==> config.mk <==
export PLATFORM = sky130hd
export DESIGN_NAME = reg_file
export DESIGN_NICKNAME = d
export VERILOG_FILES = /design/src/hw/reg_file.sv
export VERILOG_INCLUDE_DIRS = /design/src /design/src/hw
export SDC_FILE = /design/constraint.sdc
export NUM_CORES = 2
export LEC_CHECK = 0
export BUFFER_PORTS_ARGS = -buffer_cell sky130_fd_sc_hd__buf_2
export CAP_MARGIN = 20
export CORE_MARGIN = 1.5
export CORE_UTILIZATION = 64
export DETAILED_ROUTE_END_ITERATION = 16
export PLACE_DENSITY = 0.81
export SLEW_MARGIN = 20
export SYNTH_ARGS = -nofsm -noshare
export SYNTH_HDL_FRONTEND = slang
export SYNTH_SLANG_ARGS = --single-unit
==> constraint.sdc <==
create_clock -name clk -period 38.7 [get_ports clk]
set_input_delay 3.87 -clock clk [delete_from_list [all_inputs] [get_ports clk]]
set_output_delay 3.87 -clock clk [all_outputs]
set_load 0.05 [all_outputs]
==> src/hw/core_defines.svh <==
`ifndef CORE_DEFINES_SVH
`define CORE_DEFINES_SVH

// data path and pc width
`define XLEN 32

// register index width, 32 registers
`define REG_AW 5

// data RAM depth in words, indexed by byte address bits 9:2
`define DMEM_WORDS 256

// sequential fetch step in bytes
`define PC_STEP 4

`define RESET_PC 32'h0000_0000

`endif

==> src/hw/reg_file.sv <==
`timescale 1ns/1ns
`include "core_defines.svh"

module reg_file (
  input  logic               clk,
  input  logic               rst,
  input  logic [`REG_AW-1:0] rs1,
  input  logic [`REG_AW-1:0] rs2,
  output logic [`XLEN-1:0]   rs1_data,
  output logic [`XLEN-1:0]   rs2_data,
  input  logic               wb_en,
  input  logic [`REG_AW-1:0] wb_rd,
  input  logic [`XLEN-1:0]   wb_data
);

  localparam int num_regs = 1 << `REG_AW;

  logic [`XLEN-1:0] regs [num_regs];

  assign rs1_data = regs[rs1];
  assign rs2_data = regs[rs2];

  always_ff @(posedge clk or posedge rst) begin
    if (rst) begin
      for (int i = 0; i < num_regs; i++) begin
        regs[i] <= '0;
      end
    end else if (wb_en && wb_rd != '0) begin // x0 stays zero
      regs[wb_rd] <= wb_data;
    end
  end

endmodule

==> impl_metrics.json <==
{
  "status": "finished clean",
  "fp.dieH_um": 299,
  "path_cells": "buf_8, buf_4, buf_4, buf_4, mux2i_1, a22o_1, nor3_1, a31oi_1, nand3_1, buf_2",
  "slowest_stage": "buf_4",
  "crit_type": "input pin to output pin",
  "dieArea_sq_mm": 0.0892,
  "top_level_ports": 114,
  "die_w_um": 299,
  "syn_nets": 4652,
  "wirelength_mm": 164,
  "p_per_area_mw_per_mm2": 51.8,
  "rsz0062_at_grt": "false",
  "ctsHoldBuffers": 0,
  "end_kind": "output pin",
  "core_sq_mm": 0.0868,
  "timing.fmax_ghz": 0.0824,
  "path_common_cell": "buf_4",
  "htreeDepth": 3,
  "syn_area_sq_mm": 0.0560,
  "final_cell_mix": "mux2i_1 (1024), dfrtp_1 (1024), mux2_2 (956)",
  "viasPerCell": 6.95,
  "p_comb_share_pct": 19.9,
  "cp_max_fo": 80,
  "cts_tree": "built",
  "setup_viol": 0,
  "synth_cell_types": 30,
  "critical_path_arrival_ns": 8.26,
  "r2r_start": "regs[371]",
  "drcViolationCount": 0,
  "min_path_type": "register to register",
  "reg_top3": "regs: 1024 flops",
  "place_congestion": 0.844,
  "hold_path_startpoint": "regs[1001]",
  "clock_sinks": 1024,
  "cts_made_buffers": 106,
  "fp-row-count": 108,
  "wl_per_cell_um": 28.8,
  "drt_iter0_markers": 4020,
  "ys_warn_count": 0,
  "maxCapViolCount": 0,
  "power_frac_seq_pct": 46.2,
  "finClkSkew_ns": 0,
  "final.setup.tns_ns": 0,
  "relSlewSlack_pct": 20.1,
  "intPower_uw": 2200,
  "switching_share_pct": 29.0,
  "dp.final_hpwl_mm": 84.5,
  "antenna_found_initial": 13,
  "peakVddDrop_v": 0.0000459,
  "finalCriticalPeriod_ns": 12.13,
  "grt_usage_pct": 36.2,
  "postCtsSetupBuffers": 0,
  "grt_pass1_vias": 40100,
  "startpoint": "rs1[1]",
  "synthCells": 4602,
  "clkTransAtPathRegs_ns": 0.06,
  "top_register": "regs",
  "grt_pass1_wl_mm": 247,
  "largest_reg_flops": 1024,
  "clockBufferDepth": 3,
  "postRouteAntennaNets": 0,
  "overflow": 0,
  "num-fill-cells": 6175,
  "start_util_pct": 64.5,
  "leakagePower_uw": 0.0285,
  "num_vias": 39400,
  "clock_latency_ns": 0.67,
  "finalMaxSlewViolations": 0,
  "ys_seq_elements": 1024,
  "syn_avg_cell_area_sq_um": 12.2,
  "slowest_delay_ns": 0.91,
  "hold_viol": 0,
  "pwr-share-clk_pct": 33.9,
  "yosysSeqAreaShare_pct": 45.8,
  "grt_max_degree": 174,
  "drtPass1Iterations": 6,
  "worstSetupStartpointType": "input pin",
  "switchingPower_uw": 900,
  "numPortBuffers": 113,
  "fin_nets": 4477,
  "syn_to_final_growth_pct": 7.08,
  "layout-drive-gt1-share_pct": 30.3,
  "p_total_uw": 3100,
  "required_ns": 34.83,
  "root_buffer": "clkbuf_16",
  "worst_pin_slew_ns": 1.20,
  "cts_resized": 0,
  "finalCritPeriodShare_pct": 31.3
}
worst paths after layout:
| path | end | slack [ns] | depth (start not counted) |
|---|---|---|---|
| max | rs1_data[7] | 26.57 | 10 |
| min | regs[1001] | 0.40 | 0 |
| max reg2reg | regs[371] | 37.86 | 1 |
| min reg2reg | regs[1001] | 0.40 | 0 |
| max in group asynchronous | regs[173] | 31.44 | 6 |
| min in group asynchronous | regs[703] | 3.41 | 2 |
power groups by stage:
| stage | sequential (uW) | clock, uW | combinational (uW) |
|---|---|---|---|
| 3_3_place_gp | 1430 | 0 | 589 |
| 2_1_floorplan | 1400 | 0 | 498 |
| 5_1_grt | 1460 | 1100 | 666 |
| 6_report | 1430 | 1050 | 619 |
| 4_1_cts | 1430 | 1060 | 614 |
| 3_5_place_dp | 1440 | 0 | 609 |
layout make-up:
cell class / instances / area (sq um) / share of cell area (%)
Multi-Input combinational cell: 3104 / 27900 / 46.6
Clock buffer: 166 / 3300 / 5.51
Clock inverter: 27 / 297 / 0.495
Inverter: 1 / 11.3 / 0.0188
Timing Repair Buffer: 190 / 1310 / 2.18
Sequential cell: 1024 / 25600 / 42.8
Tap cell: 1155 / 1450 / 2.41
Antenna cell: 9 / 22.5 / 0.0376
per-layer routing:
layer	vias up	GRT usage [%]	part of all wire [%]
li1	16600	-	-
met1	20300	49.3	41
met2	2004	55.6	45
met3	478	7.95	9.4
met4	10	16.7	4.7
met5	-	0	0.037
logic make-up (layout without fill, tap and decap cells):
kind of cell / Yosys count / after routing / share of synthesized area, %
mux: 2016 / 2016 / 38.3
simple gates: 512 / 512 / 4.39
flops: 1024 / 1024 / 45.8
other cells: 0 / 9 / 0
compound gates: 576 / 576 / 7.01
buf+inv: 474 / 384 / 4.52
critical path: cells and delay by family:
family,cells,cell delay [ns]
compound gates,2,0.32
buf+inv,5,3.36
mux,1,0.16
simple gates,2,0.42
stage by stage:
step / worst slack [ns] / instances / util, % / hold WS, ns / cell area (sq um)
2_1_floorplan: 6.01 / 4602 / - / 0.449 / 56000
3_3_place_gp: 26.68 / 5472 / 64.8 / 0.384 / 56200
3_5_place_dp: 26.60 / 5472 / 64.8 / 0.389 / 56200
4_1_cts: 26.58 / 5665 / 69.0 / 0.402 / 59800
5_1_grt: 26.41 / 5669 / 69.0 / 0.414 / 59900
6_report: 26.57 / 5676 / 69.1 / 0.402 / 59900
synth_stat cells, drive strengths merged:
| library cell | instances | area [sq um] |
|---|---|---|
| and2 | 2 | 12.5 |
| mux2i | 1024 | 10200 |
| nor3b | 4 | 45.1 |
| or3b | 1 | 11.3 |
| nand3 | 194 | 971 |
| mux2 | 992 | 11200 |
| dfrtp | 1024 | 25600 |
| clkbuf | 230 | 883 |
| inv | 1 | 3.75 |
| nor2b | 4 | 25.0 |
| nor2 | 19 | 191 |
| nor3 | 65 | 325 |
| nand2b | 4 | 25.0 |
| nand2 | 210 | 788 |
| buf | 243 | 1640 |
| and3 | 1 | 6.26 |
| and3b | 1 | 8.76 |
| a22o | 128 | 1120 |
| or2 | 3 | 18.8 |
| a31oi | 64 | 400 |
| a21oi | 192 | 961 |
| a22oi | 192 | 1440 |
| nand3b | 4 | 30.0 |
Power figures use the tool's default switching activity.
