### src/hw/core_defines.svh
`ifndef CORE_DEFINES_SVH
`define CORE_DEFINES_SVH

// data path and pc width
`define XLEN 32

// register index width, 32 registers
`define REG_AW 5

// data RAM depth in words, indexed by byte address bits 9:2
`define DMEM_WORDS 256

// sequential fetch step in bytes
`define PC_STEP 4

`define RESET_PC 32'h0000_0000

`endif

### src/hw/fetch_stage.sv
`timescale 1ns/1ns
`include "core_defines.svh"

module fetch_stage (
  input  logic             clk,
  input  logic             rst,
  input  logic             stall,
  input  logic             take_branch,
  input  logic [`XLEN-1:0] branch_target,
  output logic [`XLEN-1:0] pc
);

  logic [`XLEN-1:0] pc_plus_step;
  logic [`XLEN-1:0] next_pc;

  assign pc_plus_step = pc + `XLEN'(`PC_STEP);

  always_comb begin
    if (stall) begin
      next_pc = pc; // data memory wait cycle
    end else if (take_branch) begin
      next_pc = branch_target;
    end else begin
      next_pc = pc_plus_step;
    end
  end

  always_ff @(posedge clk or posedge rst) begin
    if (rst) begin
      pc <= `RESET_PC;
    end else begin
      pc <= next_pc;
    end
  end

endmodule

### config.mk
export PLATFORM = sky130hd
export DESIGN_NAME = fetch_stage
export DESIGN_NICKNAME = d
export VERILOG_FILES = /design/src/hw/fetch_stage.sv
export VERILOG_INCLUDE_DIRS = /design/src /design/src/hw
export SDC_FILE = /design/constraint.sdc
export NUM_CORES = 1
export LEC_CHECK = 0
export ABC_CLOCK_PERIOD_IN_PS = 4500
export BUFFER_PORTS_ARGS = -buffer_cell sky130_fd_sc_hd__buf_2
export CAP_MARGIN = 20
export CORE_MARGIN = 1.5
export CORE_UTILIZATION = 40
export CTS_CLUSTER_SIZE = 25
export DETAILED_ROUTE_END_ITERATION = 10
export HOLD_SLACK_MARGIN = 0.02
export PLACE_DENSITY = 0.65
export SLEW_MARGIN = 10
export SYNTH_ARGS = -nofsm -noshare
export SYNTH_HDL_FRONTEND = slang
export SYNTH_SLANG_ARGS = --single-unit
export TNS_END_PERCENT = 100
### constraint.sdc
create_clock -name clk -period 4.5 [get_ports clk]
set_input_delay 0.225 -clock clk [delete_from_list [all_inputs] [get_ports clk]]
set_output_delay 0.225 -clock clk [all_outputs]
set_load 0.02 [all_outputs]
==> results of run 1 <==
==> final cells by class <==
| type | instances | area (sq um) | share of cell area (%) |
|---|---|---|---|
| Clock inverter | 1 | 30.0 | 1.17 |
| Inverter | 6 | 22.5 | 0.874 |
| Tap cell | 70 | 87.6 | 3.40 |
| Clock buffer | 7 | 96.3 | 3.74 |
| Multi-Input combinational cell | 194 | 1200 | 46.5 |
| Sequential cell | 32 | 801 | 31.1 |
| Timing Repair Buffer | 68 | 343 | 13.3 |
==> power groups by stage <==
| stage | Clock [uW] | Combinational, uW | Sequential [uW] |
|---|---|---|---|
| detailed placement | 0 | 244 | 402 |
| floorplan | 0 | 116 | 438 |
| finish | 306 | 243 | 399 |
| CTS | 313 | 244 | 398 |
| global placement | 0 | 240 | 401 |
| global route | 326 | 269 | 409 |
==> Yosys cell counts, types with 7 or more instances <==
| library cell | instances |
|---|---|
| a21oi_1 | 13 |
| a22oi_1 | 12 |
| a311oi_1 | 7 |
| and4_1 | 7 |
| clkbuf_1 | 11 |
| dfrtp_1 | 32 |
| nand2_1 | 20 |
| nand3_1 | 15 |
| nand4_1 | 12 |
| nor2_1 | 14 |
| nor3_1 | 11 |
| o21ai_0 | 20 |
==> per-stage QoR <==
stage	total power [uW]	util (%)	area, sq um	setup slack (ns)
finish	948	50.5	2580	2.33
global route	1000	50.5	2580	2.06
CTS	955	50.5	2580	2.35
detailed placement	646	48.0	2450	2.04
global placement	642	48.0	2450	2.15
floorplan	554	-	2110	2.65
==> critical path: cells and delay by family <==
family,cells,cell delay (ns)
AO/OA/AOI/OAI,2,0.29
AND/OR/NAND/NOR,1,0.79
buffers and inverters,2,1.03
==> final timing paths <==
kind	start	to	slack, ns	depth (start not counted)
max in group asynchronous	rst	pc[25]$_DFFE_PP0N_	4.17	3
hold / removal	rst	pc[16]$_DFFE_PP0N_	0.02	3
min in group clk	branch_target[1]	pc[1]$_DFFE_PP0P_	0.12	3
hold reg to reg	pc[1]$_DFFE_PP0P_	pc[1]$_DFFE_PP0P_	0.48	2
setup reg to reg	pc[2]$_DFFE_PP0N_	pc[18]$_DFFE_PP0N_	2.49	5
setup / recovery	take_branch	pc[20]$_DFFE_PP0N_	2.33	5
==> kinds of logic (layout without fill, tap and decap cells) <==
group           after synthesis  count (layout)  synth area share (%)
mux                           2               2                  1.01
compound gates               78              78                  24.5
flops                        32              32                  37.9
simple gates                113             113                  30.5
buf+inv                      26              82                  5.50
fa+ha+maj                     1               1                 0.592
==> routing by layer <==
metal,vias up,GRT usage [%],routed length [um]
li1,1099,-,-
met1,1045,33.9,2850
met2,99,35.0,2720
met3,7,5.03,471
met4,0,7.94,53
met5,-,0,0
==> flow_summary.json, run 1 <==
{
  "slew_viol_final": 0,
  "placed_cells": 370,
  "ys_seq_area_share_pct": 37.9,
  "htree_levels": 2,
  "yosysWarnings": 0,
  "grt-ovfl-total": 0,
  "crit_path_start_kind": "input pin",
  "initial_core_util_pct": 41.4,
  "largest_register_ffs": 32,
  "ys_ff_latch": 32,
  "yosysUniqueCellTypes": 44,
  "mostFrequentLayoutCell": "buf_2",
  "synthFlopType": "dfrtp_1",
  "tns_ns": 0,
  "layout.cells.non_filler": 378,
  "synth_nets": 289,
  "postSynthAreaPerCell_sq_um": 8.39,
  "crit_type": "input pin to register",
  "leakagePower_uw": 0.00107,
  "grtUsageTotal_pct": 23.5,
  "final_cell_mix": "buf_2, dfrtp_1, o21ai_0, nand2_1, nand3_1",
  "drt_wl_total_um": 6100,
  "required_ns": 4.67,
  "ir_drop_uv": 156,
  "grt_antenna_before_repair": 0,
  "cts_buffers": 5,
  "grt_pass1_wl_um": 10100,
  "nets": 344,
  "final.min_clock_period_ns": 2.17,
  "fill_cells": 515,
  "setup_violations": 0,
  "drtIter0Drc": 248,
  "syn-cell-area_sq_um": 2110,
  "yosysTopAreaCellShare_pct": 37.9,
  "ant_nets": 0,
  "slew_headroom_pct": 42.2,
  "die_x_um": 75.7,
  "post_cts_buffers": 0,
  "worstSetupEndpointType": "register",
  "internal-power_uw": 619,
  "syn_inst": 252,
  "diodes": 0,
  "clkSinkCount": 32,
  "coreArea_sq_um": 5110,
  "hold_class": "input pin to asynchronous set/reset pin",
  "reg_top3": "pc (32)",
  "crit_path_max_fanout": 39,
  "grt_pass1_vias": 2028,
  "hpwl_um": 4110,
  "rsz0062_at_grt": "false",
  "drt_first_pass_iters": 4,
  "die-area_sq_um": 5730,
  "timing.hold.ws_ns": 0.0188,
  "ios": 68,
  "p_per_area_nw_per_um2": 368,
  "comb_power_share_pct": 25.7,
  "cp_slowest_cell": "nor2_1",
  "cts_max_path_buffers": 2,
  "fin_crit_sh_pct": 48.3,
  "clk_pin_slew_ns": 0.07,
  "cts-root-buf": "clkbuf_8",
  "drive_gt1_share_pct": 27.6,
  "cp.arrival_ns": 2.34,
  "ctsResizeCount": 0,
  "yosys-top-cells-area": "dfrtp_1, o21ai_0, a22oi_1",
  "critical-path-max-stage-delay_ns": 0.79,
  "grt_max_degree": 42,
  "worst_slew_pin_slew_ns": 0.864,
  "drv_cap": 0,
  "finClkSkew_ns": 0.00472,
  "swShare_pct": 34.6,
  "outcome": "finished, final reports clean",
  "areaGrowthSynthToFinish_pct": 21.9,
  "vias": 2250,
  "die_y_um": 75.7,
  "portBuffers": 67,
  "drc": 0,
  "p_switching_uw": 328,
  "synth_edf_count": 0,
  "top_register": "pc",
  "cts_tree": "built",
  "routed_via_density": 5.95,
  "gp_congestion": 0.835,
  "insertion_delay_ns": 0.29,
  "ys_async_sr_fraction_pct": 100,
  "finalHoldViolCount": 0,
  "cts_hold_buf": 0,
  "clkPwrFrac_pct": 32.3,
  "seqPwrFrac_pct": 42.1,
  "yosysTopAreaCell": "dfrtp_1",
  "std_cell_rows": 26,
  "path_cells": "buf_2, inv_1, nor2_1, a22oi_1, o311ai_0",
  "fmax_mhz": 460,
  "wl_per_cell_um": 16.1
}
Note: power is estimated with default switching activity, not from simulation.
==> run 2, diff against run 1 <==
--- a/config.mk
+++ b/config.mk
@@ -6,7 +6,7 @@
 export SDC_FILE = /design/constraint.sdc
 export NUM_CORES = 1
 export LEC_CHECK = 0
-export ABC_CLOCK_PERIOD_IN_PS = 4500
+export ABC_CLOCK_PERIOD_IN_PS = 2100
 export BUFFER_PORTS_ARGS = -buffer_cell sky130_fd_sc_hd__buf_2
 export CAP_MARGIN = 20
 export CORE_MARGIN = 1.5
==> constraint.sdc (replaced) <==
create_clock -name clk -period 2.1 [get_ports clk]
set_input_delay 0.105 -clock clk [delete_from_list [all_inputs] [get_ports clk]]
set_output_delay 0.105 -clock clk [all_outputs]
set_load 0.02 [all_outputs]
==> run 2 against run 1 <==
Compared with the run above:
- combinational power rose by 120%
- first-iteration DRC count fell by 15%
- non-clock buffer count rose by 12
- core utilization rose by 1.2 points
- clock power rose by 65%
- critical path depth fell by 1
- sequential power rose by 110%
- total power rose by 100%
- count of clock-buffer cells in the layout rose by 1
- critical path type is now register to register
- critical endpoint is now pc[31]$_DFFE_PP0N_
- largest power group unchanged
==> flow_summary.json, run 2 (synthesis results as in run 1) <==
{
  "htree_levels": 2,
  "hold_class": "input pin to register",
  "grtUsageTotal_pct": 23.4,
  "drt_first_pass_iters": 5,
  "gp_congestion": 0.840,
  "diodes": 0,
  "areaGrowthSynthToFinish_pct": 24.8,
  "grt_pass1_wl_um": 10200,
  "finalHoldViolCount": 0,
  "path_cells": "and4_2, nand4_2, or4b_1, nand3_1",
  "cts_max_path_buffers": 2,
  "outcome": "finished, final reports clean",
  "clkSinkCount": 32,
  "insertion_delay_ns": 0.28,
  "timing.final.ws_setup_ns": 0.299,
  "p_per_area_nw_per_um2": 720,
  "post_cts_buffers": 0,
  "wl_per_cell_um": 16.3,
  "reg_top3": "pc (32)",
  "drv_cap": 0,
  "cts_buffers": 5,
  "cts_tree": "built",
  "final.min_clock_period_ns": 1.80,
  "slew_viol_final": 0,
  "drtIter0Drc": 211,
  "grt_max_degree": 33,
  "slew_headroom_pct": 40.6,
  "final_cell_mix": "buf_2, dfrtp_1, o21ai_0, nand2_1, nand3_1",
  "leakagePower_uw": 0.00111,
  "die_x_um": 75.7,
  "cts_hold_buf": 3,
  "fill_cells": 522,
  "comb_power_share_pct": 28.6,
  "cp.arrival_ns": 2.02,
  "regArea_sq_um": 801,
  "die-area_sq_um": 5730,
  "crit_path_start_kind": "register",
  "rsz0062_at_grt": "false",
  "worstSetupEndpointType": "register",
  "internal-power_uw": 1190,
  "std_cell_rows": 26,
  "ir_drop_uv": 270,
  "fmax_mhz": 555,
  "routed_via_density": 6.03,
  "initial_core_util_pct": 41.4,
  "mostFrequentLayoutCell": "buf_2",
  "critical-path-max-stage-delay_ns": 0.57,
  "crit_type": "register to register",
  "required_ns": 2.32,
  "hpwl_um": 4400,
  "clkPwrFrac_pct": 26.6,
  "ctsResizeCount": 0,
  "die_y_um": 75.7,
  "finClkSkew_ns": 0.00254,
  "worst_slew_pin_slew_ns": 0.888,
  "vias": 2350,
  "drt_wl_total_um": 6370,
  "drive_gt1_share_pct": 28.7,
  "clk_pin_slew_ns": 0.07,
  "cp_slowest_cell": "or4b_1",
  "pre_cts_slack_ns": 0.318,
  "fin_crit_sh_pct": 85.8,
  "cts-root-buf": "clkbuf_8",
  "tns_ns": 0,
  "grt_pass1_vias": 2058,
  "crit_path_max_fanout": 10,
  "top_register": "pc",
  "nets": 356,
  "multi_input_area_sq_um": 1200,
  "grt_antenna_before_repair": 0,
  "largest_register_ffs": 32,
  "ios": 68,
  "portBuffers": 67,
  "drc": 0,
  "ant_nets": 0,
  "grt-ovfl-total": 0,
  "setup_violations": 0,
  "coreArea_sq_um": 5110,
  "swShare_pct": 37.3,
  "seqPwrFrac_pct": 44.9,
  "p_switching_uw": 710
}
run 2: cell type report:
type / count / share of cell area (%)
Timing Repair Buffer: 80 / 16.7
Inverter: 6 / 0.853
Tap cell: 70 / 3.32
Sequential cell: 32 / 30.3
Multi-Input combinational cell: 194 / 45.4
Clock buffer: 8 / 3.41
run 2: final timing paths:
kind                                    start                 end  slack [ns]  cells after the start
setup / recovery           pc[10]$_DFFE_PP0N_  pc[31]$_DFFE_PP0N_        0.30                      4
hold / removal              branch_target[14]  pc[14]$_DFFE_PP0N_        0.05                      3
setup reg to reg           pc[10]$_DFFE_PP0N_  pc[31]$_DFFE_PP0N_        0.30                      4
hold reg to reg             pc[0]$_DFFE_PP0P_   pc[0]$_DFFE_PP0P_        0.48                      2
max in group asynchronous                 rst  pc[27]$_DFFE_PP0N_        1.34                      4
min in group asynchronous                 rst  pc[17]$_DFFE_PP0N_        0.46                      4
run 2: metrics by stage:
stage	util, %	area, sq um	hold WS, ns	instances	power [uW]
after global routing	51.7	2640	0.0616	390	2010
after CTS	51.7	2640	0.0559	390	1900
after detailed placement	49.3	2520	0.221	379	1400
final	51.7	2640	0.0507	390	1900
after floorplan	-	2110	0.210	252	1190
after global placement	49.3	2520	0.219	379	1390
run 2: power by group through the flow:
stage / Combinational (uW) / Sequential (uW) / Clock, uW
6_report: 543 / 853 / 505
5_1_grt: 600 / 873 / 535
4_1_cts: 546 / 850 / 505
3_5_place_dp: 540 / 859 / 0
3_3_place_gp: 536 / 858 / 0
2_1_floorplan: 248 / 940 / 0
run 2: metal layers:
layer  wire, um  up-vias  GRT usage (%)
li1           -     1117              -
met1       2950     1121           35.3
met2       2830      102           34.4
met3        498       10           4.23
met4         91        0           6.55
met5          0        -              0
run 2: worst max-delay path: cells and delay by family, from the launching register on:
| kind | cells | cell delay, ns |
|---|---|---|
| and+or+nand+nor | 4 | 1.23 |
| DFF | 1 | 0.51 |
