===== src/hw/core_defines.svh =====
`ifndef CORE_DEFINES_SVH
`define CORE_DEFINES_SVH

// data path and pc width
`define XLEN 32

// register index width, 32 registers
`define REG_AW 5

// data RAM depth in words, indexed by byte address bits 9:2
`define DMEM_WORDS 256

// sequential fetch step in bytes
`define PC_STEP 4

`define RESET_PC 32'h0000_0000

`endif


===== src/hw/rv_isa_pkg.sv =====
package rv_isa_pkg;

  // major opcodes of the supported subset
  typedef enum logic [6:0] {
    opc_op     = 7'b0110011,
    opc_op_imm = 7'b0010011,
    opc_load   = 7'b0000011,
    opc_store  = 7'b0100011,
    opc_branch = 7'b1100011,
    opc_lui    = 7'b0110111
  } opcode_t;

  typedef struct packed {
    logic [6:0] funct7;
    logic [4:0] rs2;
    logic [4:0] rs1;
    logic [2:0] funct3;
    logic [4:0] rd;
    opcode_t    opcode;
  } r_fmt_t;

  typedef struct packed {
    logic [11:0] imm;
    logic [4:0]  rs1;
    logic [2:0]  funct3;
    logic [4:0]  rd;
    opcode_t     opcode;
  } i_fmt_t;

  typedef struct packed {
    logic [6:0] imm_11_5;
    logic [4:0] rs2;
    logic [4:0] rs1;
    logic [2:0] funct3;
    logic [4:0] imm_4_0;
    opcode_t    opcode;
  } s_fmt_t;

  typedef struct packed {
    logic       imm_12;
    logic [5:0] imm_10_5;
    logic [4:0] rs2;
    logic [4:0] rs1;
    logic [2:0] funct3;
    logic [3:0] imm_4_1;
    logic       imm_11;
    opcode_t    opcode;
  } b_fmt_t;

  typedef union packed {
    r_fmt_t r;
    i_fmt_t i;
    s_fmt_t s;
    b_fmt_t b;
  } instr_u;

  // alu funct3 values, shared by op and op_imm
  localparam logic [2:0] f3_add_sub = 3'b000;
  localparam logic [2:0] f3_sll     = 3'b001;
  localparam logic [2:0] f3_xor     = 3'b100;
  localparam logic [2:0] f3_srl_sra = 3'b101;
  localparam logic [2:0] f3_or      = 3'b110;
  localparam logic [2:0] f3_and     = 3'b111;

  localparam logic [2:0] f3_beq = 3'b000;
  localparam logic [2:0] f3_bne = 3'b001;
  localparam logic [2:0] f3_blt = 3'b100;
  localparam logic [2:0] f3_bge = 3'b101;

  localparam logic [2:0] f3_byte = 3'b000; // lb / sb
  localparam logic [2:0] f3_word = 3'b010; // lw / sw

  localparam logic [6:0] f7_alt = 7'b0100000; // sub, sra

endpackage


===== src/hw/core_ctrl_pkg.sv =====
package core_ctrl_pkg;

  typedef enum logic [3:0] {
    alu_add      = 4'd0,
    alu_sub      = 4'd1,
    alu_sll      = 4'd2,
    alu_srl      = 4'd3,
    alu_sra      = 4'd4,
    alu_and      = 4'd5,
    alu_or       = 4'd6,
    alu_xor      = 4'd7,
    alu_pass_imm = 4'd8  // lui
  } alu_op_t;

  typedef enum logic [2:0] {
    br_none = 3'd0,
    br_eq   = 3'd1,
    br_ne   = 3'd2,
    br_lt   = 3'd3,
    br_ge   = 3'd4
  } branch_t;

  typedef enum logic [2:0] {
    mem_none = 3'd0,
    mem_lw   = 3'd1,
    mem_lb   = 3'd2,
    mem_sw   = 3'd3,
    mem_sb   = 3'd4
  } mem_op_t;

endpackage


===== src/hw/decode_stage.sv =====
`timescale 1ns/1ns
`include "core_defines.svh"

module decode_stage
  import rv_isa_pkg::*;
  import core_ctrl_pkg::*;
(
  input  instr_u             instr,
  input  logic [`XLEN-1:0]   pc,
  output alu_op_t            alu_op,
  output logic               use_imm,
  output logic [`XLEN-1:0]   imm,
  output branch_t            branch,
  output logic [`XLEN-1:0]   branch_target,
  output mem_op_t            mem_op,
  output logic               reg_write,
  output logic [`REG_AW-1:0] rs1,
  output logic [`REG_AW-1:0] rs2,
  output logic [`REG_AW-1:0] rd
);

  logic [`XLEN-1:0] i_imm;
  logic [`XLEN-1:0] s_imm;
  logic [`XLEN-1:0] b_imm;
  logic [`XLEN-1:0] u_imm;

  // register fields sit at the same bits in every format
  assign rs1 = instr.r.rs1;
  assign rs2 = instr.r.rs2;
  assign rd  = instr.r.rd;

  assign i_imm = {{20{instr.i.imm[11]}}, instr.i.imm};
  assign s_imm = {{20{instr.s.imm_11_5[6]}}, instr.s.imm_11_5, instr.s.imm_4_0};
  assign b_imm = {{19{instr.b.imm_12}}, instr.b.imm_12, instr.b.imm_11,
                  instr.b.imm_10_5, instr.b.imm_4_1, 1'b0};
  // upper immediate covers the i-view fields above rd
  assign u_imm = {instr.i.imm, instr.i.rs1, instr.i.funct3, 12'b0};

  assign branch_target = pc + b_imm;

  always_comb begin
    alu_op    = alu_add;
    use_imm   = 1'b0;
    imm       = '0;
    branch    = br_none;
    mem_op    = mem_none;
    reg_write = 1'b0;
    case (instr.r.opcode)
      opc_op: begin
        reg_write = 1'b1;
        case (instr.r.funct3)
          f3_add_sub: alu_op = (instr.r.funct7 == f7_alt) ? alu_sub : alu_add;
          f3_sll:     alu_op = alu_sll;
          f3_xor:     alu_op = alu_xor;
          f3_srl_sra: alu_op = (instr.r.funct7 == f7_alt) ? alu_sra : alu_srl;
          f3_or:      alu_op = alu_or;
          f3_and:     alu_op = alu_and;
          default:    reg_write = 1'b0; // slt, sltu
        endcase
      end
      opc_op_imm: begin
        reg_write = 1'b1;
        use_imm   = 1'b1;
        imm       = i_imm;
        case (instr.i.funct3)
          f3_add_sub: alu_op = alu_add;
          f3_sll:     alu_op = alu_sll;
          f3_xor:     alu_op = alu_xor;
          f3_srl_sra: alu_op = instr.i.imm[10] ? alu_sra : alu_srl;
          f3_or:      alu_op = alu_or;
          f3_and:     alu_op = alu_and;
          default:    reg_write = 1'b0;
        endcase
      end
      opc_load: begin
        use_imm = 1'b1;
        imm     = i_imm;
        if (instr.i.funct3 == f3_word) begin
          mem_op    = mem_lw;
          reg_write = 1'b1;
        end else if (instr.i.funct3 == f3_byte) begin
          mem_op    = mem_lb;
          reg_write = 1'b1;
        end
      end
      opc_store: begin
        use_imm = 1'b1;
        imm     = s_imm;
        if (instr.s.funct3 == f3_word) begin
          mem_op = mem_sw;
        end else if (instr.s.funct3 == f3_byte) begin
          mem_op = mem_sb;
        end
      end
      opc_branch: begin
        alu_op = alu_sub; // compare via rs1 - rs2
        case (instr.b.funct3)
          f3_beq:  branch = br_eq;
          f3_bne:  branch = br_ne;
          f3_blt:  branch = br_lt;
          f3_bge:  branch = br_ge;
          default: branch = br_none;
        endcase
      end
      opc_lui: begin
        reg_write = 1'b1;
        use_imm   = 1'b1;
        imm       = u_imm;
        alu_op    = alu_pass_imm;
      end
      default: ;
    endcase
  end

endmodule


===== config.mk =====
export PLATFORM = sky130hd
export DESIGN_NAME = decode_stage
export DESIGN_NICKNAME = d
export VERILOG_FILES = /design/src/hw/rv_isa_pkg.sv /design/src/hw/core_ctrl_pkg.sv /design/src/hw/decode_stage.sv
export VERILOG_INCLUDE_DIRS = /design/src /design/src/hw
export SDC_FILE = /design/constraint.sdc
export NUM_CORES = 1
export LEC_CHECK = 0
export BUFFER_PORTS_ARGS = -buffer_cell sky130_fd_sc_hd__buf_2
export CAP_MARGIN = 30
export CELL_PAD_IN_SITES_DETAIL_PLACEMENT = 1
export CELL_PAD_IN_SITES_GLOBAL_PLACEMENT = 2
export CORE_AREA = 2 2 107 109
export DETAILED_ROUTE_END_ITERATION = 12
export DIE_AREA = 0 0 109 111
export PLACE_DENSITY_LB_ADDON = 0.12
export SYNTH_ARGS = -nofsm -noshare
export SYNTH_HDL_FRONTEND = slang
export SYNTH_SLANG_ARGS = --single-unit

===== constraint.sdc =====
create_clock -name vclk -period 4.8
set_input_delay 0.96 -clock vclk [all_inputs]
set_output_delay 0.96 -clock vclk [all_outputs]
set_load 0.01 [all_outputs]

==> flow_summary.html, run 1 <==
<table>
<tr><th>Metric</th><th>Value</th></tr>
<tr><th colspan="2">Floorplanning</th></tr>
<tr><td>Die Span Y</td><td>111 um</td></tr>
<tr><td>Starting utilization of the core area</td><td>20.31%</td></tr>
<tr><td>Core ar.</td><td>0.01108 mm2</td></tr>
<tr><td>Die W</td><td>109 um</td></tr>
<tr><td>Std cell rows</td><td>39</td></tr>
<tr><td>Total I/O pin count</td><td>155</td></tr>
<tr><td>Die area</td><td>0.01210 mm2</td></tr>
<tr><th colspan="2">Yosys</th></tr>
<tr><td>Cell type with the highest aggregate area in the netlist</td><td>sky130_fd_sc_hd__ha_1</td></tr>
<tr><td>Area share of the largest cell type after synthesis</td><td>16.69%</td></tr>
<tr><td>Number of warnings printed during yosys synthesis</td><td>0</td></tr>
<tr><td>Unique masters post-synth</td><td>47</td></tr>
<tr><td>Cells taking the most area after synthesis</td><td>sky130_fd_sc_hd__ha_1 17%, sky130_fd_sc_hd__a21o_1 11%, sky130_fd_sc_hd__a21oi_1 8.2%, sky130_fd_sc_hd__xnor2_1 7.4%, sky130_fd_sc_hd__buf_4 5.3%</td></tr>
<tr><td>Post-synthesis average cell area</td><td>6.880 um2</td></tr>
<tr><td>Number of nets in the synthesized netlist</td><td>422</td></tr>
<tr><td>Most common cell in the synthesized netlist</td><td>sky130_fd_sc_hd__a21oi_1</td></tr>
<tr><td>Gate count of the mapped netlist</td><td>327</td></tr>
<tr><td>Commonest cells post-synth</td><td>37 x sky130_fd_sc_hd__a21oi_1, 32 x sky130_fd_sc_hd__a21o_1, 30 x sky130_fd_sc_hd__ha_1</td></tr>
<tr><td>Fraction of the yosys area taken by sequential cells</td><td>0%</td></tr>
<tr><td>Post-synthesis cell area</td><td>0.002250 mm2</td></tr>
<tr><th colspan="2">Power and ir drop</th></tr>
<tr><td>Maximum VDD drop</td><td>49.22 uV</td></tr>
<tr><td>Switching share of power</td><td>56.30%</td></tr>
<tr><td>Leak pwr</td><td>1.763 nW</td></tr>
<tr><td>Clk pwr share</td><td>0%</td></tr>
<tr><td>Pwr dens</td><td>130.0 mW/mm2</td></tr>
<tr><td>Switch Pwr</td><td>0.0002240 W</td></tr>
<tr><td>Internal Pwr Total</td><td>0.0001739 W</td></tr>
<tr><td>Comb power frac</td><td>100.0%</td></tr>
<tr><td>Portion of total power attributed to sequential cells</td><td>0%</td></tr>
<tr><th colspan="2">Outcome</th></tr>
<tr><td>Status</td><td>complete, no violations</td></tr>
<tr><th colspan="2">Global route</th></tr>
<tr><td>Combined global-route utilization of all metal layers</td><td>14.56%</td></tr>
<tr><td>Wire length of the first global-routing pass</td><td>14,690 um</td></tr>
<tr><td>Gr ovfl total</td><td>0</td></tr>
<tr><td>Number of global-route vias before repair</td><td>2,880</td></tr>
<tr><td>Number of antenna violations at the first check in global routing</td><td>0</td></tr>
<tr><td>Pin count of the biggest net entering global routing</td><td>21</td></tr>
<tr><th colspan="2">Placed design</th></tr>
<tr><td>Last weighted congestion value of the routability-driven placer</td><td>0.7350</td></tr>
<tr><td>Port bufs</td><td>153</td></tr>
<tr><td>Number of placed instances with taps included</td><td>596</td></tr>
<tr><td>Setup slack at placement</td><td>0.2869 ns</td></tr>
<tr><td>Detailed-placement wirelength estimate</td><td>7982 um</td></tr>
<tr><th colspan="2">Cells and area</th></tr>
<tr><td>Layout overhead on the synthesized area</td><td>35.98%</td></tr>
<tr><td>Number of nets in the layout</td><td>550</td></tr>
<tr><td>Sequential standard cell area</td><td>0 um2</td></tr>
<tr><td>Final Core Density</td><td>27.62%</td></tr>
<tr><td>Num sequential</td><td>0</td></tr>
<tr><td>Ratio of cells with drive above 1 in the final layout</td><td>36.42%</td></tr>
<tr><td>Count of clock buffers in the final design</td><td>0</td></tr>
<tr><td>Antenna Cells</td><td>0</td></tr>
<tr><td>Area of the multi-input gates</td><td>0.002043 mm2</td></tr>
<tr><td># fillers</td><td>1,429</td></tr>
<tr><td>Final Instance Count excl. Fillers</td><td>596</td></tr>
<tr><th colspan="2">Clocking</th></tr>
<tr><td>Hold buffer count at CTS</td><td>0</td></tr>
<tr><td>Post-CTS setup buffer count</td><td>0</td></tr>
<tr><td>Gates resized, CTS repair</td><td>0</td></tr>
<tr><th colspan="2">Run</th></tr>
<tr><td>Max-cap viol count</td><td>0</td></tr>
<tr><th colspan="2">Timing</th></tr>
<tr><td>Final slew viol count</td><td>0</td></tr>
<tr><td>Final setup violation count</td><td>0</td></tr>
<tr><td>Final critical-path setup slack</td><td>0.3507 ns</td></tr>
<tr><td>Setup repair after global routing missed its margin</td><td>no</td></tr>
<tr><td>Normalized max-slew margin</td><td>47.77%</td></tr>
<tr><td>Final Hold Viols</td><td>0</td></tr>
<tr><td>Final cycle utilization of the critical path</td><td>92.69%</td></tr>
<tr><td>Max Clock Freq</td><td>224.8 MHz</td></tr>
<tr><td>Actual slew at the worst max-slew pin</td><td>0.7835 ns</td></tr>
<tr><td>Hold Slack</td><td>1.920 ns</td></tr>
<tr><td>Time the final worst path needs with I/O delays and setup</td><td>4.449 ns</td></tr>
<tr><td>Post-Route Setup TNS</td><td>0 ns</td></tr>
<tr><th colspan="2">Route</th></tr>
<tr><td>Number of vias per cell after detailed routing</td><td>4.758</td></tr>
<tr><td>Post-DRT Antenna Nets</td><td>0</td></tr>
<tr><td>Total vias in the final route</td><td>2,836</td></tr>
<tr><td>Starting DRC count in detailed routing</td><td>87</td></tr>
<tr><td>Detailed Routing Iterations Pass 1</td><td>4</td></tr>
<tr><td>Routed Wire Length</td><td>9428 um</td></tr>
<tr><td>Detail-routed net length per standard cell</td><td>15.82 um</td></tr>
<tr><td>DRC violation count after routing</td><td>0</td></tr>
<tr><th colspan="2">Setup path</th></tr>
<tr><td>Critical path endpoint</td><td>branch_target[29]</td></tr>
<tr><td>Critical path class</td><td>in -&gt; out</td></tr>
<tr><td>First element of the critical path</td><td>instr[8]</td></tr>
<tr><td>Data arrival time of the critical path</td><td>3.49 ns</td></tr>
<tr><td>Crit end category</td><td>output pin</td></tr>
<tr><td>Max FO, Critical Path</td><td>5</td></tr>
<tr><td>Critical Path RT</td><td>3.84 ns</td></tr>
<tr><td>Critical Path Start Type</td><td>input port</td></tr>
<tr><th colspan="2">Hold path</th></tr>
<tr><td>Min-delay worst type</td><td>in -&gt; out</td></tr>
</table>
-- how the worst min path moves through the flow --
stage / startpoint / endpoint / slack, ns / depth (start not counted)
2_1_floorplan: pc[0] / branch_target[0] / 2.01 / 1
3_3_place_gp: pc[0] / branch_target[0] / 1.92 / 0
3_5_place_dp: pc[0] / branch_target[0] / 1.92 / 0
4_1_cts: pc[0] / branch_target[0] / 1.92 / 0
5_1_grt: pc[0] / branch_target[0] / 1.92 / 0
6_report: pc[0] / branch_target[0] / 1.92 / 0
-- area by class of cell --
type	instances	area share, %
Multi-Input combinational cell	288	66.79
Timing Repair Buffer	160	26.75
Inverter	5	0.6135
Tap cell	143	5.849
-- per-layer routing --
layer / track usage [%] / part of all wire (%)
met4: 0.3419 / 0.27
met2: 25.84 / 47
met3: 1.999 / 7.5
met1: 19.55 / 46
met5: 0 / 0
-- worst max-delay path, cell delays in order --
cell	delay, ns
sky130_fd_sc_hd__buf_2	0.11
sky130_fd_sc_hd__ha_1	0.22
sky130_fd_sc_hd__fa_1	0.40
sky130_fd_sc_hd__a21o_1	0.22
sky130_fd_sc_hd__a221oi_2	0.27
sky130_fd_sc_hd__o22ai_1	0.17
sky130_fd_sc_hd__o21a_1	0.23
sky130_fd_sc_hd__o41ai_4	0.41
sky130_fd_sc_hd__o21ai_1	0.16
sky130_fd_sc_hd__xor2_1	0.17
sky130_fd_sc_hd__buf_2	0.15
-- metrics by stage --
step | power [W] | area (um2)
3_3_place_gp | 0.0004005 | 3059
6_report | 0.0003978 | 3059
2_1_floorplan | 0.0002549 | 2250
4_1_cts | 0.0004046 | 3059
3_5_place_dp | 0.0004022 | 3059
5_1_grt | 0.0004442 | 3059
-- cell usage in the layout, fill, tap and decap left out, drive strengths merged, types with 9 or more instances in the layout --
cell | Yosys | routed
xnor2 | 19 | 19
nand2 | 17 | 17
nor2 | 24 | 24
a21o | 32 | 32
nor2b | 11 | 11
ha | 30 | 30
and2 | 9 | 9
buf | 16 | 160
xor2 | 11 | 11
o21ai | 21 | 21
a21oi | 37 | 37
-- cell families (layout without fill, tap and decap cells) --
logic type,after synthesis,in the layout,share of synthesized area (%)
xor+xnor,30,30,11.68
buf+inv,39,165,9.177
simple gates,99,99,23.58
fa+ha+maj,31,31,17.58
compound gates,125,125,36.60
mux,3,3,1.390
-- power groups by stage --
stage                     clock [W]  sequential (W)  combinational [W]
after CTS                         0               0           0.000405
after global placement            0               0           0.000401
after detailed placement          0               0           0.000402
after floorplan                   0               0           0.000255
final                             0               0           0.000398
after global routing              0               0           0.000444
(Power assumes the default switching activity.)
==> run 2: changes to the inputs <==
- CORE_AREA: 2 2 107 109 -> 2 2 112 114
- DIE_AREA: 0 0 109 111 -> 0 0 114 116
- GPL_TIMING_DRIVEN: default -> 0
- clock period: 4.8 -> 3.8 ns (I/O delays scaled with it)
==> run 2 against run 1 <==
  * The flow now finishes with violations (negative setup slack)
  * Non-clock buffer count is 35 higher
  * Critical path depth rose by 1
  * Worst hold slack worse by 0.22 ns
  * Final cell count up 6.5%
  * First-iteration DRC count is 9.2% lower
  * Utilization increased by 0.83 points
  * Global-route usage fell by 0.65 points
==> flow_summary.html, run 2 (synthesized netlist as in run 1, its figures left out) <==
<table>
<tr><th>Metric</th><th>Value</th></tr>
<tr><th colspan="2">Outcome</th></tr>
<tr><td>Status</td><td>finished with violations</td></tr>
<tr><td>Failing checks</td><td>negative setup slack</td></tr>
<tr><th colspan="2">Timing</th></tr>
<tr><td>Final cycle utilization of the critical path</td><td>100.2%</td></tr>
<tr><td>Actual slew at the worst max-slew pin</td><td>0.5545 ns (-0.2289 ns)</td></tr>
<tr><td>Final Hold Viols</td><td>0 (unchanged)</td></tr>
<tr><td>Final setup violation count</td><td>3 (+3)</td></tr>
<tr><td>Final slew viol count</td><td>0 (unchanged)</td></tr>
<tr><td>Post-Route Setup TNS</td><td>-0.01457 ns (-0.01457 ns)</td></tr>
<tr><td>Setup repair after global routing missed its margin</td><td>yes</td></tr>
<tr><td>Normalized max-slew margin</td><td>62.64% (+15 points)</td></tr>
<tr><td>Final critical-path setup slack</td><td>-0.009181 ns (-0.3598 ns)</td></tr>
<tr><td>Max Clock Freq</td><td>262.5 MHz</td></tr>
<tr><td>Time the final worst path needs with I/O delays and setup</td><td>3.809 ns</td></tr>
<tr><th colspan="2">Power and ir drop</th></tr>
<tr><td>Internal Pwr Total</td><td>0.0002485 W (+43%)</td></tr>
<tr><td>Switch Pwr</td><td>0.0003013 W (+35%)</td></tr>
<tr><td>Pwr dens</td><td>162.3 mW/mm2 (+25%)</td></tr>
<tr><td>Clk pwr share</td><td>0% (unchanged)</td></tr>
<tr><td>Leak pwr</td><td>1.888 nW (+7.1%)</td></tr>
<tr><td>Maximum VDD drop</td><td>67.89 uV (+38%)</td></tr>
<tr><td>Comb power frac</td><td>100.0% (about the same)</td></tr>
<tr><td>Switching share of power</td><td>54.81% (-1.5 points)</td></tr>
<tr><td>Portion of total power attributed to sequential cells</td><td>0% (unchanged)</td></tr>
<tr><td>Overall Power</td><td>0.0005498 W (+38%)</td></tr>
<tr><th colspan="2">Floorplanning</th></tr>
<tr><td>Total I/O pin count</td><td>155 (unchanged)</td></tr>
<tr><td>Core ar.</td><td>0.01191 mm2 (+7.5%)</td></tr>
<tr><td>Die area</td><td>0.01322 mm2 (+9.3%)</td></tr>
<tr><td>Std cell rows</td><td>40 (+2.6%)</td></tr>
<tr><td>Starting utilization of the core area</td><td>18.89% (-1.4 points)</td></tr>
<tr><td>Die Span Y</td><td>116 um (+4.5%)</td></tr>
<tr><td>Die W</td><td>114 um (+4.6%)</td></tr>
<tr><th colspan="2">Global route</th></tr>
<tr><td>Gr ovfl total</td><td>0 (unchanged)</td></tr>
<tr><td>Pin count of the biggest net entering global routing</td><td>24 (+14%)</td></tr>
<tr><td>Global-route track usage on met2</td><td>26.67% (+0.83 points)</td></tr>
<tr><td>Met1 routing resource usage after global routing</td><td>17.75% (-1.8 points)</td></tr>
<tr><td>Combined global-route utilization of all metal layers</td><td>13.92% (-0.65 points)</td></tr>
<tr><td>Most utilized layer in the global route result</td><td>met2</td></tr>
<tr><td>Wire length of the first global-routing pass</td><td>15,250 um (+3.8%)</td></tr>
<tr><td>Grt met3 use</td><td>1.412% (-0.59 points)</td></tr>
<tr><td>Number of global-route vias before repair</td><td>2,985 (+3.6%)</td></tr>
<tr><td>Number of antenna violations at the first check in global routing</td><td>0 (unchanged)</td></tr>
<tr><th colspan="2">Setup path</th></tr>
<tr><td>Crit end category</td><td>output pin</td></tr>
<tr><td>Crit-path leading delay family</td><td>compound AO/OA/AOI/OAI gates</td></tr>
<tr><td>Critical path class</td><td>in -&gt; out</td></tr>
<tr><td>Max FO, Critical Path</td><td>3 (-2)</td></tr>
<tr><td>Critical Path RT</td><td>3.04 ns (-0.80 ns)</td></tr>
<tr><td>Critical Path Start Type</td><td>input port</td></tr>
<tr><td>Most common cell type on the critical path</td><td>sky130_fd_sc_hd__buf_4</td></tr>
<tr><td>Buf+Inv Stages, Crit Path</td><td>4 (+2)</td></tr>
<tr><td>Data arrival time of the critical path</td><td>3.05 ns (-0.44 ns)</td></tr>
<tr><td>Crit path cell chain</td><td>buf_8 -&gt; ha_4 -&gt; fa_2 -&gt; a21o_1 -&gt; a221oi_4 -&gt; o22ai_4 -&gt; o21a_1 -&gt; o41ai_4 -&gt; buf_4 -&gt; buf_4 -&gt; xnor2_1 -&gt; buf_2</td></tr>
<tr><td>Library cell contributing the largest single delay on the critical path</td><td>sky130_fd_sc_hd__fa_2</td></tr>
<tr><td>Largest incremental delay on the critical path</td><td>0.34 ns (-0.07 ns)</td></tr>
<tr><th colspan="2">Cells and area</th></tr>
<tr><td>Final Instance Count excl. Fillers</td><td>635 (+6.5%)</td></tr>
<tr><td>Sequential standard cell area</td><td>0 um2 (unchanged)</td></tr>
<tr><td>Count of clock buffers in the final design</td><td>0 (unchanged)</td></tr>
<tr><td># fillers</td><td>1,524 (+6.6%)</td></tr>
<tr><td>Ratio of cells with drive above 1 in the final layout</td><td>40.57% (+4.1 points)</td></tr>
<tr><td>Commonest non-fill, non-tap cell in the layout</td><td>sky130_fd_sc_hd__buf_2</td></tr>
<tr><td>Leading cell types in the layout, fill and taps excluded</td><td>148 x sky130_fd_sc_hd__buf_2, 35 x sky130_fd_sc_hd__a21oi_1, 31 x sky130_fd_sc_hd__a21o_1</td></tr>
<tr><td>Num sequential</td><td>0 (unchanged)</td></tr>
<tr><td>Layout overhead on the synthesized area</td><td>50.61%</td></tr>
<tr><td>Number of nets in the layout</td><td>585 (+6.4%)</td></tr>
<tr><td>Antenna Cells</td><td>0 (unchanged)</td></tr>
<tr><td>Final Core Density</td><td>28.45% (+0.83 points)</td></tr>
<tr><th colspan="2">Route</th></tr>
<tr><td>DRC violation count after routing</td><td>0 (unchanged)</td></tr>
<tr><td>Detailed Routing Iterations Pass 1</td><td>4 (unchanged)</td></tr>
<tr><td>Routed Wire Length</td><td>10,110 um (+7.2%)</td></tr>
<tr><td>Detail-routed net length per standard cell</td><td>15.92 um (+0.63%)</td></tr>
<tr><td>Total vias in the final route</td><td>3,027 (+6.7%)</td></tr>
<tr><td>Number of vias per cell after detailed routing</td><td>4.767 (+0.18%)</td></tr>
<tr><td>Post-DRT Antenna Nets</td><td>0 (unchanged)</td></tr>
<tr><td>Starting DRC count in detailed routing</td><td>79 (-9.2%)</td></tr>
<tr><th colspan="2">Placed design</th></tr>
<tr><td>Last weighted congestion value of the routability-driven placer</td><td>0.7449 (+1.3%)</td></tr>
<tr><td>Detailed-placement wirelength estimate</td><td>8409 um (+5.4%)</td></tr>
<tr><td>Port bufs</td><td>151 (-1.3%)</td></tr>
<tr><td>Number of placed instances with taps included</td><td>625 (+4.9%)</td></tr>
<tr><th colspan="2">Hold path</th></tr>
<tr><td>Min-delay worst type</td><td>in -&gt; out</td></tr>
<tr><th colspan="2">Run</th></tr>
<tr><td>Max-cap viol count</td><td>0 (unchanged)</td></tr>
</table>
[run 2: cell count changes in the layout (fill, tap and decap cells not counted), moves of 2 or more]
cell,delta
sky130_fd_sc_hd__buf_6,+2
sky130_fd_sc_hd__clkbuf_1,+17
sky130_fd_sc_hd__a21oi_1,-2
sky130_fd_sc_hd__buf_2,-5
sky130_fd_sc_hd__o21ai_1,-2
sky130_fd_sc_hd__o21ai_2,+3
sky130_fd_sc_hd__ha_1,-2
sky130_fd_sc_hd__buf_4,+20
[run 2: area by class of cell]
| class | instances | area (um2) | area share, % |
|---|---|---|---|
| Buffer | 33 | 183.9 | 5.428 |
| Inverter | 5 | 18.77 | 0.5539 |
| Multi-Input combinational cell | 288 | 2141 | 63.18 |
| Tap cell | 147 | 183.9 | 5.428 |
| Timing Repair Buffer | 162 | 860.8 | 25.41 |
[run 2: layer usage]
| metal | vias to the layer above | part of all wire, % |
|---|---|---|
| li1 | 1515 | - |
| met4 | 0 | 0.22 |
| met1 | 1407 | 45 |
| met5 | - | 0 |
| met2 | 103 | 49 |
| met3 | 2 | 5.7 |
[run 2: worst paths after layout]
| kind | slack, ns | depth (start not counted) | from | end |
|---|---|---|---|---|
| max | -0.009 | 12 | instr[8] | branch_target[21] |
| min | 1.70 | 2 | pc[0] | branch_target[0] |
[run 2: timing repair]
item                       CTS  global route
buffers inserted             9             2
gates cloned                 0             0
pin swaps                    9             7
setup endpoints to repair   15            32
hold buffers                 0             0
gates resized for setup     16            10
[run 2: through the flow]
stage,setup slack [ns],hold WS [ns],area [um2]
CTS,-0.2072,1.706,3336
floorplan,0.06434,1.612,2250
global placement,-0.6078,1.707,3189
finish,-0.009181,1.705,3388
global route,-0.1535,1.712,3388
detailed placement,-0.6366,1.706,3189
[run 2: power by group through the flow]
stage | logic (W) | clock network (W) | registers (W)
finish | 0.000550 | 0 | 0
global route | 0.000610 | 0 | 0
CTS | 0.000550 | 0 | 0
floorplan | 0.000322 | 0 | 0
global placement | 0.000515 | 0 | 0
detailed placement | 0.000519 | 0 | 0
==> run 3: changes to the inputs <==
- TNS_END_PERCENT: default -> 5
==> run 3 against run 2 <==
  * The flow still finishes with violations (negative setup slack)
  * Via count stayed put
  * Combinational power hardly changed
  * Wire length is 0.30% lower
  * Power is 0.48% higher
  * Sequential share of layout area stayed put
  * Largest cell class unchanged
  * Largest power group unchanged
==> flow_summary.html, run 3 (synthesized netlist as in run 1, its figures left out) <==
<table>
<tr><th>Metric</th><th>Value</th></tr>
<tr><th colspan="2">Floorplanning</th></tr>
<tr><td>Std cell rows</td><td>40 (unchanged)</td></tr>
<tr><td>Die Span Y</td><td>116 um (unchanged)</td></tr>
<tr><td>Die W</td><td>114 um (unchanged)</td></tr>
<tr><td>Starting utilization of the core area</td><td>18.89% (unchanged)</td></tr>
<tr><td>Die area</td><td>0.01322 mm2 (unchanged)</td></tr>
<tr><td>Total I/O pin count</td><td>155 (unchanged)</td></tr>
<tr><td>Core ar.</td><td>0.01191 mm2 (unchanged)</td></tr>
<tr><th colspan="2">Timing</th></tr>
<tr><td>Final setup violation count</td><td>3 (unchanged)</td></tr>
<tr><td>Final critical-path setup slack</td><td>-0.004742 ns (+0.004438 ns)</td></tr>
<tr><td>Setup repair after global routing missed its margin</td><td>yes</td></tr>
<tr><td>Actual slew at the worst max-slew pin</td><td>0.5459 ns (-0.008603 ns)</td></tr>
<tr><td>Final cycle utilization of the critical path</td><td>100.1% (-0.12 points)</td></tr>
<tr><td>Time the final worst path needs with I/O delays and setup</td><td>3.805 ns (-0.004438 ns)</td></tr>
<tr><td>Max Clock Freq</td><td>262.8 MHz (+0.12%)</td></tr>
<tr><td>Final Hold Viols</td><td>0 (unchanged)</td></tr>
<tr><td>Normalized max-slew margin</td><td>63.22% (+0.58 points)</td></tr>
<tr><td>Post-Route Setup TNS</td><td>-0.01055 ns (+0.004020 ns)</td></tr>
<tr><td>Final slew viol count</td><td>0 (unchanged)</td></tr>
<tr><th colspan="2">Route</th></tr>
<tr><td>Total vias in the final route</td><td>3,027 (unchanged)</td></tr>
<tr><td>Detail-routed net length per standard cell</td><td>15.87 um (-0.30%)</td></tr>
<tr><td>Detailed Routing Iterations Pass 1</td><td>4 (unchanged)</td></tr>
<tr><td>Post-DRT Antenna Nets</td><td>0 (unchanged)</td></tr>
<tr><td>Number of vias per cell after detailed routing</td><td>4.767 (unchanged)</td></tr>
<tr><td>Starting DRC count in detailed routing</td><td>86 (+8.9%)</td></tr>
<tr><td>DRC violation count after routing</td><td>0 (unchanged)</td></tr>
<tr><td>Routed Wire Length</td><td>10,080 um (-0.30%)</td></tr>
<tr><th colspan="2">Global route</th></tr>
<tr><td>Most utilized layer in the global route result</td><td>met2</td></tr>
<tr><td>Met1 routing resource usage after global routing</td><td>17.75% (unchanged)</td></tr>
<tr><td>Grt met3 use</td><td>1.412% (unchanged)</td></tr>
<tr><td>Number of global-route vias before repair</td><td>2,985 (unchanged)</td></tr>
<tr><td>Pin count of the biggest net entering global routing</td><td>24 (unchanged)</td></tr>
<tr><td>Number of antenna violations at the first check in global routing</td><td>0 (unchanged)</td></tr>
<tr><td>Global-route track usage on met2</td><td>26.67% (unchanged)</td></tr>
<tr><td>Gr ovfl total</td><td>0 (unchanged)</td></tr>
<tr><td>Combined global-route utilization of all metal layers</td><td>13.92% (unchanged)</td></tr>
<tr><td>Wire length of the first global-routing pass</td><td>15,250 um (unchanged)</td></tr>
<tr><th colspan="2">Cells and area</th></tr>
<tr><td>Num sequential</td><td>0 (unchanged)</td></tr>
<tr><td>Commonest non-fill, non-tap cell in the layout</td><td>sky130_fd_sc_hd__buf_2</td></tr>
<tr><td>Ratio of cells with drive above 1 in the final layout</td><td>40.57% (unchanged)</td></tr>
<tr><td>Total non-filler cell area in the finished layout</td><td>0.003401 mm2 (+0.37%)</td></tr>
<tr><td>Sequential standard cell area</td><td>0 um2 (unchanged)</td></tr>
<tr><td>Leading cell types in the layout, fill and taps excluded</td><td>149 x sky130_fd_sc_hd__buf_2, 35 x sky130_fd_sc_hd__a21oi_1, 31 x sky130_fd_sc_hd__a21o_1</td></tr>
<tr><td>Antenna Cells</td><td>0 (unchanged)</td></tr>
<tr><td>Number of nets in the layout</td><td>585 (unchanged)</td></tr>
<tr><td>Layout overhead on the synthesized area</td><td>51.17%</td></tr>
<tr><td># fillers</td><td>1,525 (+0.066%)</td></tr>
<tr><td>Count of clock buffers in the final design</td><td>0 (unchanged)</td></tr>
<tr><th colspan="2">Setup path</th></tr>
<tr><td>Max FO, Critical Path</td><td>3 (unchanged)</td></tr>
<tr><td>Critical path class</td><td>in -&gt; out</td></tr>
<tr><td>Crit end category</td><td>output pin</td></tr>
<tr><td>Critical Path RT</td><td>3.04 ns (about the same)</td></tr>
<tr><td>Data arrival time of the critical path</td><td>3.04 ns (about the same)</td></tr>
<tr><td>Critical Path Start Type</td><td>input port</td></tr>
<tr><th colspan="2">Power and ir drop</th></tr>
<tr><td>Pwr dens</td><td>162.4 mW/mm2 (+0.11%)</td></tr>
<tr><td>Maximum VDD drop</td><td>78.85 uV (+16%)</td></tr>
<tr><td>Leak pwr</td><td>1.897 nW (+0.45%)</td></tr>
<tr><th colspan="2">Placed design</th></tr>
<tr><td>Detailed-placement wirelength estimate</td><td>8409 um (unchanged)</td></tr>
<tr><td>Last weighted congestion value of the routability-driven placer</td><td>0.7449 (unchanged)</td></tr>
<tr><td>Placed Instance Area</td><td>0.003189 mm2 (unchanged)</td></tr>
<tr><td>Port bufs</td><td>151 (unchanged)</td></tr>
<tr><th colspan="2">Clocking</th></tr>
<tr><td>Hold buffer count at CTS</td><td>0 (unchanged)</td></tr>
<tr><th colspan="2">Outcome</th></tr>
<tr><td>Failing checks</td><td>negative setup slack</td></tr>
<tr><td>Status</td><td>finished with violations</td></tr>
<tr><th colspan="2">Run</th></tr>
<tr><td>Max-cap viol count</td><td>0 (unchanged)</td></tr>
<tr><th colspan="2">Hold path</th></tr>
<tr><td>Min-delay worst type</td><td>in -&gt; out</td></tr>
</table>
[run 3: metrics by stage]
step	setup WS [ns]	utilization [%]	total power, W	hold slack [ns]	cells
global placement	-0.6078	26.78	0.0005150	1.707	625
CTS	-0.2072	28.00	0.0005498	1.706	634
floorplan	0.06434	-	0.0003219	1.612	327
global route	-0.1569	28.55	0.0006134	1.712	635
detailed placement	-0.6366	26.78	0.0005188	1.706	625
finish	-0.004742	28.55	0.0005524	1.705	635
[run 3: repair_timing]
item	in CTS	in global routing
resized for setup	16	15
endpoints found under the setup margin	15	32
pin swaps	9	8
buffers inserted	9	1
[run 3: layer usage]
layer  part of all wire [%]  wire, um
met1                     45      4569
met5                      0         0
met4                   0.22        22
met3                    5.7       570
met2                     49      4916
[run 3: critical path, stage by stage]
cell and delay (ns):
sky130_fd_sc_hd__buf_8 0.10, sky130_fd_sc_hd__ha_4 0.15, sky130_fd_sc_hd__fa_2 0.34, sky130_fd_sc_hd__a21o_1 0.22
sky130_fd_sc_hd__a221oi_4 0.30, sky130_fd_sc_hd__o22ai_4 0.12, sky130_fd_sc_hd__o21a_1 0.22, sky130_fd_sc_hd__o41ai_4 0.27
sky130_fd_sc_hd__buf_4 0.20, sky130_fd_sc_hd__buf_4 0.11, sky130_fd_sc_hd__xnor2_2 0.09, sky130_fd_sc_hd__buf_2 0.14
[run 3: layout make-up]
cell class,count,area [um2],share of cell area (%)
multi-input combinational,288,2152,63.28
timing repair buffer,161,857.1,25.20
buffer,34,188.9,5.556
tap,147,183.9,5.408
inverter,5,18.77,0.5519
[run 3: report_power, final]
| group | switching, W | leakage (nW) | internal, W | total [W] |
|---|---|---|---|---|
| logic | 0.000302 | 1.90 | 0.000250 | 0.000552 |
| registers | 0 | 0 | 0 | 0 |
| clock network | 0 | 0 | 0 | 0 |
[run 3: worst paths after layout]
check,startpoint,end,slack [ns],depth (start not counted)
setup / recovery,instr[8],branch_target[21],-0.005,12
hold / removal,pc[0],branch_target[0],1.70,2
